### config.mk
export PLATFORM = sky130hd
export DESIGN_NAME = srio_serdes_adapter
export DESIGN_NICKNAME = d
export VERILOG_FILES = /design/src/design/srio_lane_pkg.sv /design/src/design/srio_ctrl_pkg.sv /design/src/design/srio_serdes_adapter.sv /design/src/design/lane_flow_ctrl.sv /design/src/design/lane_tx_pack.sv /design/src/design/lane_rx_unpack.sv /design/src/design/pcs_reset_sync.sv
export SDC_FILE = /design/constraint.sdc
export NUM_CORES = 1
export LEC_CHECK = 0
export BUFFER_PORTS_ARGS = -buffer_cell sky130_fd_sc_hd__buf_2
export CORE_AREA = 2 2 402 404
export CTS_CLUSTER_DIAMETER = 120
export DETAILED_ROUTE_END_ITERATION = 16
export DIE_AREA = 0 0 404 406
export GPL_TIMING_DRIVEN = 0
export MAX_ROUTING_LAYER = met4
export PLACE_DENSITY = 0.3
export RECOVER_POWER = 100
export SLEW_MARGIN = 5
export SYNTH_ARGS = -nofsm -noshare
export SYNTH_HDL_FRONTEND = slang
export SYNTH_SLANG_ARGS = --single-unit
### constraint.sdc
create_clock -name gt_pcs_clk -period 1.25 [get_ports gt_pcs_clk]
set_input_delay 0.125 -clock gt_pcs_clk [delete_from_list [all_inputs] [get_ports gt_pcs_clk]]
set_output_delay 0.125 -clock gt_pcs_clk [all_outputs]
set_load 0.05 [all_outputs]
### src/design/srio_lane_pkg.sv
`default_nettype none

package srio_lane_pkg;

    // ----------------------------------------
    // Lane geometry
    // ----------------------------------------
    localparam int LANE_COUNT       = 4;    // Transceiver lanes bonded into one port
    localparam int SYMBOLS_PER_LANE = 4;    // Code groups per PCS clock
    localparam int RX_WORD_W        = 88;
    localparam int TX_WORD_W        = 80;
    localparam int SLOT_W           = 10;   // 8 data bits, K flag, disparity error
    localparam int NOTINTABLE_BASE  = 80;   // Not-in-table flags, one per slot

    // ----------------------------------------
    // Raw transceiver words
    // ----------------------------------------
    // Slot k sits at bits SLOT_W*k and up, slot 0 received first
    typedef logic [RX_WORD_W-1:0] rx_word_t;
    typedef logic [TX_WORD_W-1:0] tx_word_t;

    // ----------------------------------------
    // Symbol views seen by the protocol core
    // ----------------------------------------
    // First code group of the cycle lands in the top byte
    typedef struct packed {
        logic [8*SYMBOLS_PER_LANE-1:0] dat;
        logic [SYMBOLS_PER_LANE-1:0]   isk;         // Control character flags
        logic [SYMBOLS_PER_LANE-1:0]   disperr;
        logic [SYMBOLS_PER_LANE-1:0]   notintable;  // 8b/10b decode misses
    } lane_symbols_t;

    // Transmit side carries no error flags
    typedef struct packed {
        logic [8*SYMBOLS_PER_LANE-1:0] dat;
        logic [SYMBOLS_PER_LANE-1:0]   isk;
    } lane_tx_symbols_t;

endpackage

`default_nettype wire
### src/design/srio_ctrl_pkg.sv
`default_nettype none

package srio_ctrl_pkg;

    // ----------------------------------------
    // Reset control
    // ----------------------------------------
    localparam int RST_SYNC_DEPTH = 3;  // Flops in the PCS reset chain

    // User side transceiver reset controls
    typedef struct packed {
        logic rstn;
        logic pcs_tx_rst;
        logic pcs_rx_rst;
    } serdes_user_ctrl_t;

    // Per-lane resets driven into the transceiver
    typedef struct packed {
        logic [srio_lane_pkg::LANE_COUNT-1:0] lane_rstn;   // Active low
        logic [srio_lane_pkg::LANE_COUNT-1:0] pcs_tx_rst;
        logic [srio_lane_pkg::LANE_COUNT-1:0] pcs_rx_rst;
    } serdes_rst_t;

    // ----------------------------------------
    // Lane status from the transceiver
    // ----------------------------------------
    typedef struct packed {
        logic [srio_lane_pkg::LANE_COUNT-1:0] align_link;      // Comma alignment done
        logic [srio_lane_pkg::LANE_COUNT-1:0] rx_fifo_aempty;
        logic [srio_lane_pkg::LANE_COUNT-1:0] tx_fifo_full;
    } lane_status_t;

endpackage

`default_nettype wire

### src/design/srio_serdes_adapter.sv
`default_nettype none

module srio_serdes_adapter (
    // ----------------------------------------
    // Clock, reset and control
    // ----------------------------------------
    input  logic                                                  gt_pcs_clk,
    input  logic                                                  async_rst_n,
    input  srio_ctrl_pkg::serdes_user_ctrl_t                      user_ctrl_i,
    input  logic                                                  core_gt_rstn_i,
    input  logic                                                  tx_inhibit_i,
    input  srio_ctrl_pkg::lane_status_t                           status_i,

    // Transceiver lane words
    input  srio_lane_pkg::rx_word_t [srio_lane_pkg::LANE_COUNT-1:0] rx_word_i,
    input  logic [srio_lane_pkg::LANE_COUNT-1:0]                  rx_vld_i,
    output srio_lane_pkg::tx_word_t [srio_lane_pkg::LANE_COUNT-1:0] tx_word_o,

    // Protocol core symbols
    output srio_lane_pkg::lane_symbols_t [srio_lane_pkg::LANE_COUNT-1:0] rx_symbols_o,
    output logic [srio_lane_pkg::LANE_COUNT-1:0]                  rx_symbols_vld_o,
    input  srio_lane_pkg::lane_tx_symbols_t [srio_lane_pkg::LANE_COUNT-1:0] tx_symbols_i,

    // ----------------------------------------
    // Reset and flow outputs
    // ----------------------------------------
    output srio_ctrl_pkg::serdes_rst_t                            serdes_rst_o,
    output logic [srio_lane_pkg::LANE_COUNT-1:0]                  rx_fifo_rden_o,
    output logic [srio_lane_pkg::LANE_COUNT-1:0]                  tx_vld_o,
    output logic [srio_lane_pkg::LANE_COUNT-1:0]                  chbond_start_o
);

    import srio_lane_pkg::*;

    logic pcs_rst;   // Synchronous to gt_pcs_clk, active high

    pcs_reset_sync u_pcs_reset_sync (
        .gt_pcs_clk     (gt_pcs_clk),
        .async_rst_n    (async_rst_n),
        .user_ctrl_i    (user_ctrl_i),
        .core_gt_rstn_i (core_gt_rstn_i),
        .pcs_rst_o      (pcs_rst),
        .serdes_rst_o   (serdes_rst_o)
    );

    lane_flow_ctrl u_lane_flow_ctrl (
        .gt_pcs_clk     (gt_pcs_clk),
        .async_rst_n    (async_rst_n),
        .pcs_rst_i      (pcs_rst),
        .status_i       (status_i),
        .tx_inhibit_i   (tx_inhibit_i),
        .rx_fifo_rden_o (rx_fifo_rden_o),
        .tx_vld_o       (tx_vld_o),
        .chbond_start_o (chbond_start_o)
    );

    // One receive and one transmit path per lane
    for (genvar i = 0; i < LANE_COUNT; i++) begin : g_lane
        lane_rx_unpack u_lane_rx_unpack (
            .gt_pcs_clk    (gt_pcs_clk),
            .async_rst_n   (async_rst_n),
            .pcs_rst_i     (pcs_rst),
            .rx_word_i     (rx_word_i[i]),
            .rx_vld_i      (rx_vld_i[i]),
            .symbols_o     (rx_symbols_o[i]),
            .symbols_vld_o (rx_symbols_vld_o[i])
        );

        lane_tx_pack u_lane_tx_pack (
            .gt_pcs_clk  (gt_pcs_clk),
            .async_rst_n (async_rst_n),
            .pcs_rst_i   (pcs_rst),
            .symbols_i   (tx_symbols_i[i]),
            .tx_word_o   (tx_word_o[i])
        );
    end

endmodule

`default_nettype wire

### src/design/lane_flow_ctrl.sv
`default_nettype none

module lane_flow_ctrl (
    input  logic                                 gt_pcs_clk,
    input  logic                                 async_rst_n,
    input  logic                                 pcs_rst_i,
    input  srio_ctrl_pkg::lane_status_t          status_i,
    input  logic                                 tx_inhibit_i,
    output logic [srio_lane_pkg::LANE_COUNT-1:0] rx_fifo_rden_o,
    output logic [srio_lane_pkg::LANE_COUNT-1:0] tx_vld_o,
    output logic [srio_lane_pkg::LANE_COUNT-1:0] chbond_start_o
);

    import srio_lane_pkg::*;

    logic rx_all_ready;
    logic tx_all_open;
    logic all_aligned;

    // Lanes move in lockstep, so one lane holds back all of them
    assign rx_all_ready = ~|status_i.rx_fifo_aempty;
    assign tx_all_open  = ~|status_i.tx_fifo_full & ~tx_inhibit_i;
    assign all_aligned  = &status_i.align_link;

    always_ff @(posedge gt_pcs_clk or negedge async_rst_n) begin
        if (!async_rst_n) begin
            rx_fifo_rden_o <= '0;
            tx_vld_o       <= '0;
            chbond_start_o <= '0;
        end else if (pcs_rst_i) begin
            rx_fifo_rden_o <= '0;
            tx_vld_o       <= '0;
            chbond_start_o <= '0;
        end else begin
            rx_fifo_rden_o <= {LANE_COUNT{rx_all_ready}};
            tx_vld_o       <= {LANE_COUNT{tx_all_open}};   // Drops a cycle after any full
            chbond_start_o <= {LANE_COUNT{all_aligned}};
        end
    end

endmodule

`default_nettype wire

### src/design/lane_tx_pack.sv
`default_nettype none

module lane_tx_pack (
    input  logic                            gt_pcs_clk,
    input  logic                            async_rst_n,
    input  logic                            pcs_rst_i,
    input  srio_lane_pkg::lane_tx_symbols_t symbols_i,
    output srio_lane_pkg::tx_word_t         tx_word_o
);

    import srio_lane_pkg::*;

    tx_word_t tx_word_next;

    // Top data byte goes out first, in slot 0
    always_comb begin
        tx_word_next = '0;   // Disparity bits and upper half stay clear
        for (int k = 0; k < SYMBOLS_PER_LANE; k++) begin
            tx_word_next[SLOT_W*k +: 8] = symbols_i.dat[8*(SYMBOLS_PER_LANE-1-k) +: 8];
            tx_word_next[SLOT_W*k + 8]  = symbols_i.isk[SYMBOLS_PER_LANE-1-k];
        end
    end

    // ----------------------------------------
    // Output register
    // ----------------------------------------
    always_ff @(posedge gt_pcs_clk or negedge async_rst_n) begin
        if (!async_rst_n) begin
            tx_word_o <= '0;
        end else if (pcs_rst_i) begin
            tx_word_o <= '0;
        end else begin
            tx_word_o <= tx_word_next;
        end
    end

endmodule

`default_nettype wire

### src/design/lane_rx_unpack.sv
`default_nettype none

module lane_rx_unpack (
    input  logic                         gt_pcs_clk,
    input  logic                         async_rst_n,
    input  logic                         pcs_rst_i,
    input  srio_lane_pkg::rx_word_t      rx_word_i,
    input  logic                         rx_vld_i,
    output srio_lane_pkg::lane_symbols_t symbols_o,
    output logic                         symbols_vld_o
);

    import srio_lane_pkg::*;

    lane_symbols_t symbols_next;

    // Slot k maps to symbol index SYMBOLS_PER_LANE-1-k
    always_comb begin
        symbols_next = '0;
        for (int k = 0; k < SYMBOLS_PER_LANE; k++) begin
            symbols_next.dat[8*(SYMBOLS_PER_LANE-1-k) +: 8] = rx_word_i[SLOT_W*k +: 8];
            symbols_next.isk[SYMBOLS_PER_LANE-1-k]        = rx_word_i[SLOT_W*k + 8];
            symbols_next.disperr[SYMBOLS_PER_LANE-1-k]    = rx_word_i[SLOT_W*k + 9];
            // Flags sit above the slots, slot 0 at the lowest bit
            symbols_next.notintable[SYMBOLS_PER_LANE-1-k] = rx_word_i[NOTINTABLE_BASE + k];
        end
    end

    // ----------------------------------------
    // Output register
    // ----------------------------------------
    always_ff @(posedge gt_pcs_clk or negedge async_rst_n) begin
        if (!async_rst_n) begin
            symbols_o     <= '0;
            symbols_vld_o <= 1'b0;
        end else if (pcs_rst_i) begin
            symbols_o     <= '0;
            symbols_vld_o <= 1'b0;
        end else begin
            symbols_vld_o <= rx_vld_i;
            if (rx_vld_i) begin
                symbols_o <= symbols_next;   // Holds while the lane is idle
            end
        end
    end

endmodule

`default_nettype wire

### src/design/pcs_reset_sync.sv
`default_nettype none

module pcs_reset_sync (
    input  logic                             gt_pcs_clk,
    input  logic                             async_rst_n,
    input  srio_ctrl_pkg::serdes_user_ctrl_t user_ctrl_i,
    input  logic                             core_gt_rstn_i,
    output logic                             pcs_rst_o,
    output srio_ctrl_pkg::serdes_rst_t       serdes_rst_o
);

    import srio_lane_pkg::*;
    import srio_ctrl_pkg::*;

    logic [RST_SYNC_DEPTH-1:0] rst_chain;
    serdes_rst_t               serdes_rst_next;

    // ----------------------------------------
    // PCS domain reset chain
    // ----------------------------------------
    // Asserts at once, releases after RST_SYNC_DEPTH edges
    always_ff @(posedge gt_pcs_clk or negedge async_rst_n) begin
        if (!async_rst_n) begin
            rst_chain <= '1;
        end else begin
            rst_chain <= {rst_chain[RST_SYNC_DEPTH-2:0], 1'b0};
        end
    end

    assign pcs_rst_o = rst_chain[RST_SYNC_DEPTH-1];

    // ----------------------------------------
    // Transceiver reset combination
    // ----------------------------------------
    always_comb begin
        if (pcs_rst_o) begin
            // Hold every lane down until the PCS domain is out of reset
            serdes_rst_next.lane_rstn  = '0;
            serdes_rst_next.pcs_tx_rst = '1;
            serdes_rst_next.pcs_rx_rst = '1;
        end else begin
            serdes_rst_next.lane_rstn  = {LANE_COUNT{user_ctrl_i.rstn & core_gt_rstn_i}};
            serdes_rst_next.pcs_tx_rst = {LANE_COUNT{user_ctrl_i.pcs_tx_rst | ~core_gt_rstn_i}};
            serdes_rst_next.pcs_rx_rst = {LANE_COUNT{user_ctrl_i.pcs_rx_rst | ~core_gt_rstn_i}};
        end
    end

    always_ff @(posedge gt_pcs_clk or negedge async_rst_n) begin
        if (!async_rst_n) begin
            serdes_rst_o.lane_rstn  <= '0;
            serdes_rst_o.pcs_tx_rst <= '1;
            serdes_rst_o.pcs_rx_rst <= '1;
        end else begin
            serdes_rst_o <= serdes_rst_next;   // One cycle behind the controls
        end
    end

endmodule

`default_nettype wire

==> impl_metrics.tcl <==
set metrics [dict create \
    status "finished, violations left" \
    violations "negative hold slack, negative setup slack" \
    powerDensity_nw_per_um2 1151 \
    end_kind "output pin" \
    htree_levels 2 \
    cts.sinks 333 \
    antenna_found_initial 25 \
    path_cells "buf_6 -> buf_8" \
    netlist_area_um2 13650 \
    rows 147 \
    slowest_delay_ns 0.57 \
    die_x_um 404 \
    fmax_mhz 647.1 \
    power_uw 36180 \
    die_area_um2 164000 \
    grt_util_all_layers 0.09603 \
    ctsHoldBuffers 340 \
    antenna_left 0 \
    post-route-drc-count 0 \
    firstDrtPassIters 4 \
    initial_utilization 0.08550 \
    cp_slowest_cell "dfstp_2" \
    worst-slew-pin-transition_ns 1.493 \
    io_pins 1043 \
    synthDistinctLibCells 15 \
    hold_violations 89 \
    grt_first_pass_wirelength_um 106900 \
    cp_num_buf_inv 2 \
    yosys_warnings 0 \
    relSlewSlack 0.004934 \
    clock_path_buffers 3 \
    wl_um 80950 \
    clk_latency_ns 0.64 \
    min_path_type "in -> async" \
    final_util 0.1970 \
    cts_made_buffers 48 \
    timing.hold.ws_ns -0.1040 \
    final-seq-area_um2 8373 \
    worstSetupPathType "reg -> out" \
    finalMaxSlewViolations 0 \
    crit_arrival_ns 1.42 \
    synthCells 1098 \
    syn_avg_cell_area_um2 12.43 \
    pre_cts_slack_ns -0.7335 \
    dp.cells 4049 \
    setup_viol 653 \
    ir_drop_mv 0.9875 \
    ys_ff_latch 333 \
    place_congestion 0.7324 \
    period_needed_ns 1.545 \
    cp_top_family "flip-flops" \
    io_buffers 686 \
    crit_fanout 4 \
    path_clk_slew_ns 0.05 \
    cts-root-buf "clkbuf_16" \
    dp_hpwl_um 59990 \
    fin_ws_ns -0.2953 \
    fin_nets 2977 \
    wl_per_cell_um 17.58 \
    drtIter0Drc 282 \
    start_kind "register" \
    fillers 17514 \
    finalCritPeriodShare 1.236 \
    synthToLayoutAreaGrowth_pct 130.4 \
    vias_per_cell 2.717 \
    worstPathRequired_ns 1.12 \
    ys_seq_area_frac 0.6110 \
    p_leak_uw 0.01502 \
    fin_cells 4604 \
    drive_above_1_share 0.5626 \
    routed-via-count 12510 \
    timing.max_cap.violations 0 \
    finClkSkew_ns 0.02464 \
    cts_tree "built" \
    multi_input_area_um2 5683 \
    die-height_um 406 \
    coreArea_um2 159600 \
    grt_pass1_vias 13541 \
    grt_max_degree 93 \
    rsz0062_at_grt "true" \
    grt.overflow.total 0 \
]
[area by class of cell]
class	instances	share of cell area
clock buffers	66	0.04357
flip-flops and latches	333	0.2663
multi-input cells	687	0.1807
plain buffers	237	0.06956
well taps	2086	0.08300
diodes	24	0.001910
clock inverters	20	0.007799
repair buffers	1151	0.3471
[power breakdown]
| group | switching, uW | internal, uW | total (uW) |
|---|---|---|---|
| Clock | 5830 | 8520 | 14300 |
| Sequential | 441 | 11400 | 11800 |
| Combinational | 5890 | 4120 | 10000 |
| Total | 12200 | 24000 | 36200 |
[metrics by stage]
step                TNS (ns)  area, um2  hold slack, ns
detailed placement   -133.90      20450          0.2517
global placement    -2838.82      20350          0.2882
finish                -57.27      31440         -0.1040
CTS                   -94.07      30290         -0.4464
floorplan                  0      14310         -0.1706
global route         -131.54      31430        -0.02103
[logic make-up after synthesis]
| logic type | count (synthesis) | synth area share |
|---|---|---|
| AND/OR/NAND/NOR | 334 | 0.1209 |
| flip-flops | 333 | 0.6110 |
| buffers and inverters | 254 | 0.1388 |
| multiplexers | 176 | 0.1291 |
| other | 1 | 0.0002747 |
[routing by layer]
layer / track usage / wire length (um) / vias to the layer above
met5: - / 0 / -
met4: 0.02893 / 2341 / 0
met3: 0.03093 / 6142 / 94
met2: 0.1698 / 41920 / 596
met1: 0.1016 / 30550 / 5937
li1: - / - / 5883
[synthesized netlist by cell type]
| cell | n | area (um2) |
|---|---|---|
| buf_2 | 29 | 145.1 |
| nand2b_1 | 2 | 12.51 |
| buf_4 | 207 | 1554 |
| nand4_1 | 1 | 6.260 |
| nor3_2 | 1 | 10.01 |
| and2_1 | 1 | 6.260 |
| buf_6 | 17 | 191.4 |
| or4_1 | 2 | 15.01 |
| clkbuf_1 | 1 | 3.750 |
| dfrtp_1 | 328 | 8208 |
| mux2i_1 | 176 | 1762 |
| nor2b_1 | 149 | 932.1 |
| conb_1 | 1 | 3.750 |
| nor2_1 | 178 | 668.1 |
| dfstp_2 | 5 | 131.4 |
[cell usage in the layout, fill, tap and decap left out, drive strengths merged]
master	n
or4	2
clkbuf	74
dlygate4sd3	340
bufinv	4
conb	177
dfrtp	328
nor3	1
clkinv	12
diode	24
nor2	178
nor2b	149
dfstp	5
and2	1
nand2b	2
nand4	1
inv	4
buf	1040
mux2i	176
[what timing repair did]
action	4_1_cts	5_1_grt
pin swaps	70	92
cloned	28	5
setup endpoints to repair	675	655
gates resized for setup	1084	356
buffers inserted	62	51
hold endpoints to repair	417	89
[sequential cells by signal, indices dropped and copies added (netlist names)]
name,cells
u_pcs_reset_sync.rst_chain,3
g_lane.u_lane_tx_pack.tx_word_o,144
u_pcs_reset_sync.serdes_rst_o,3
u_lane_flow_ctrl.rx_fifo_rden_o,1
g_lane.u_lane_rx_unpack.symbols_o,176
g_lane.u_lane_rx_unpack.symbols_vld_o,4
u_lane_flow_ctrl.chbond_start_o,1
u_lane_flow_ctrl.tx_vld_o,1
[path summary, 6_finish.rpt]
path / endpoint / slack (ns) / cells after the start / start
min in group gt_pcs_clk: g_lane[0].u_lane_rx_unpack.symbols_o[12] / 0.08 / 3 / rx_vld_i[0]
max: serdes_rst_o[3] / -0.30 / 2 / u_pcs_reset_sync.serdes_rst_o[2]
max reg2reg: g_lane[0].u_lane_rx_unpack.symbols_o[20] / -0.22 / 6 / u_pcs_reset_sync.rst_chain[2]
max in group asynchronous: g_lane[2].u_lane_tx_pack.tx_word_o[23] / 0.01 / 2 / async_rst_n
min: g_lane[1].u_lane_rx_unpack.symbols_o[29] / -0.10 / 1 / async_rst_n
min reg2reg: u_pcs_reset_sync.rst_chain[1] / 0.35 / 0 / u_pcs_reset_sync.rst_chain[0]
[worst register-to-register path, stage by stage, from the launching register on]
cell     delay, ns
dfstp_1       0.54
buf_6         0.21
buf_12        0.16
buf_16        0.14
buf_12        0.14
buf_16        0.16
nor2_4        0.04
No activity file was read; power rests on OpenSTA's default activity.
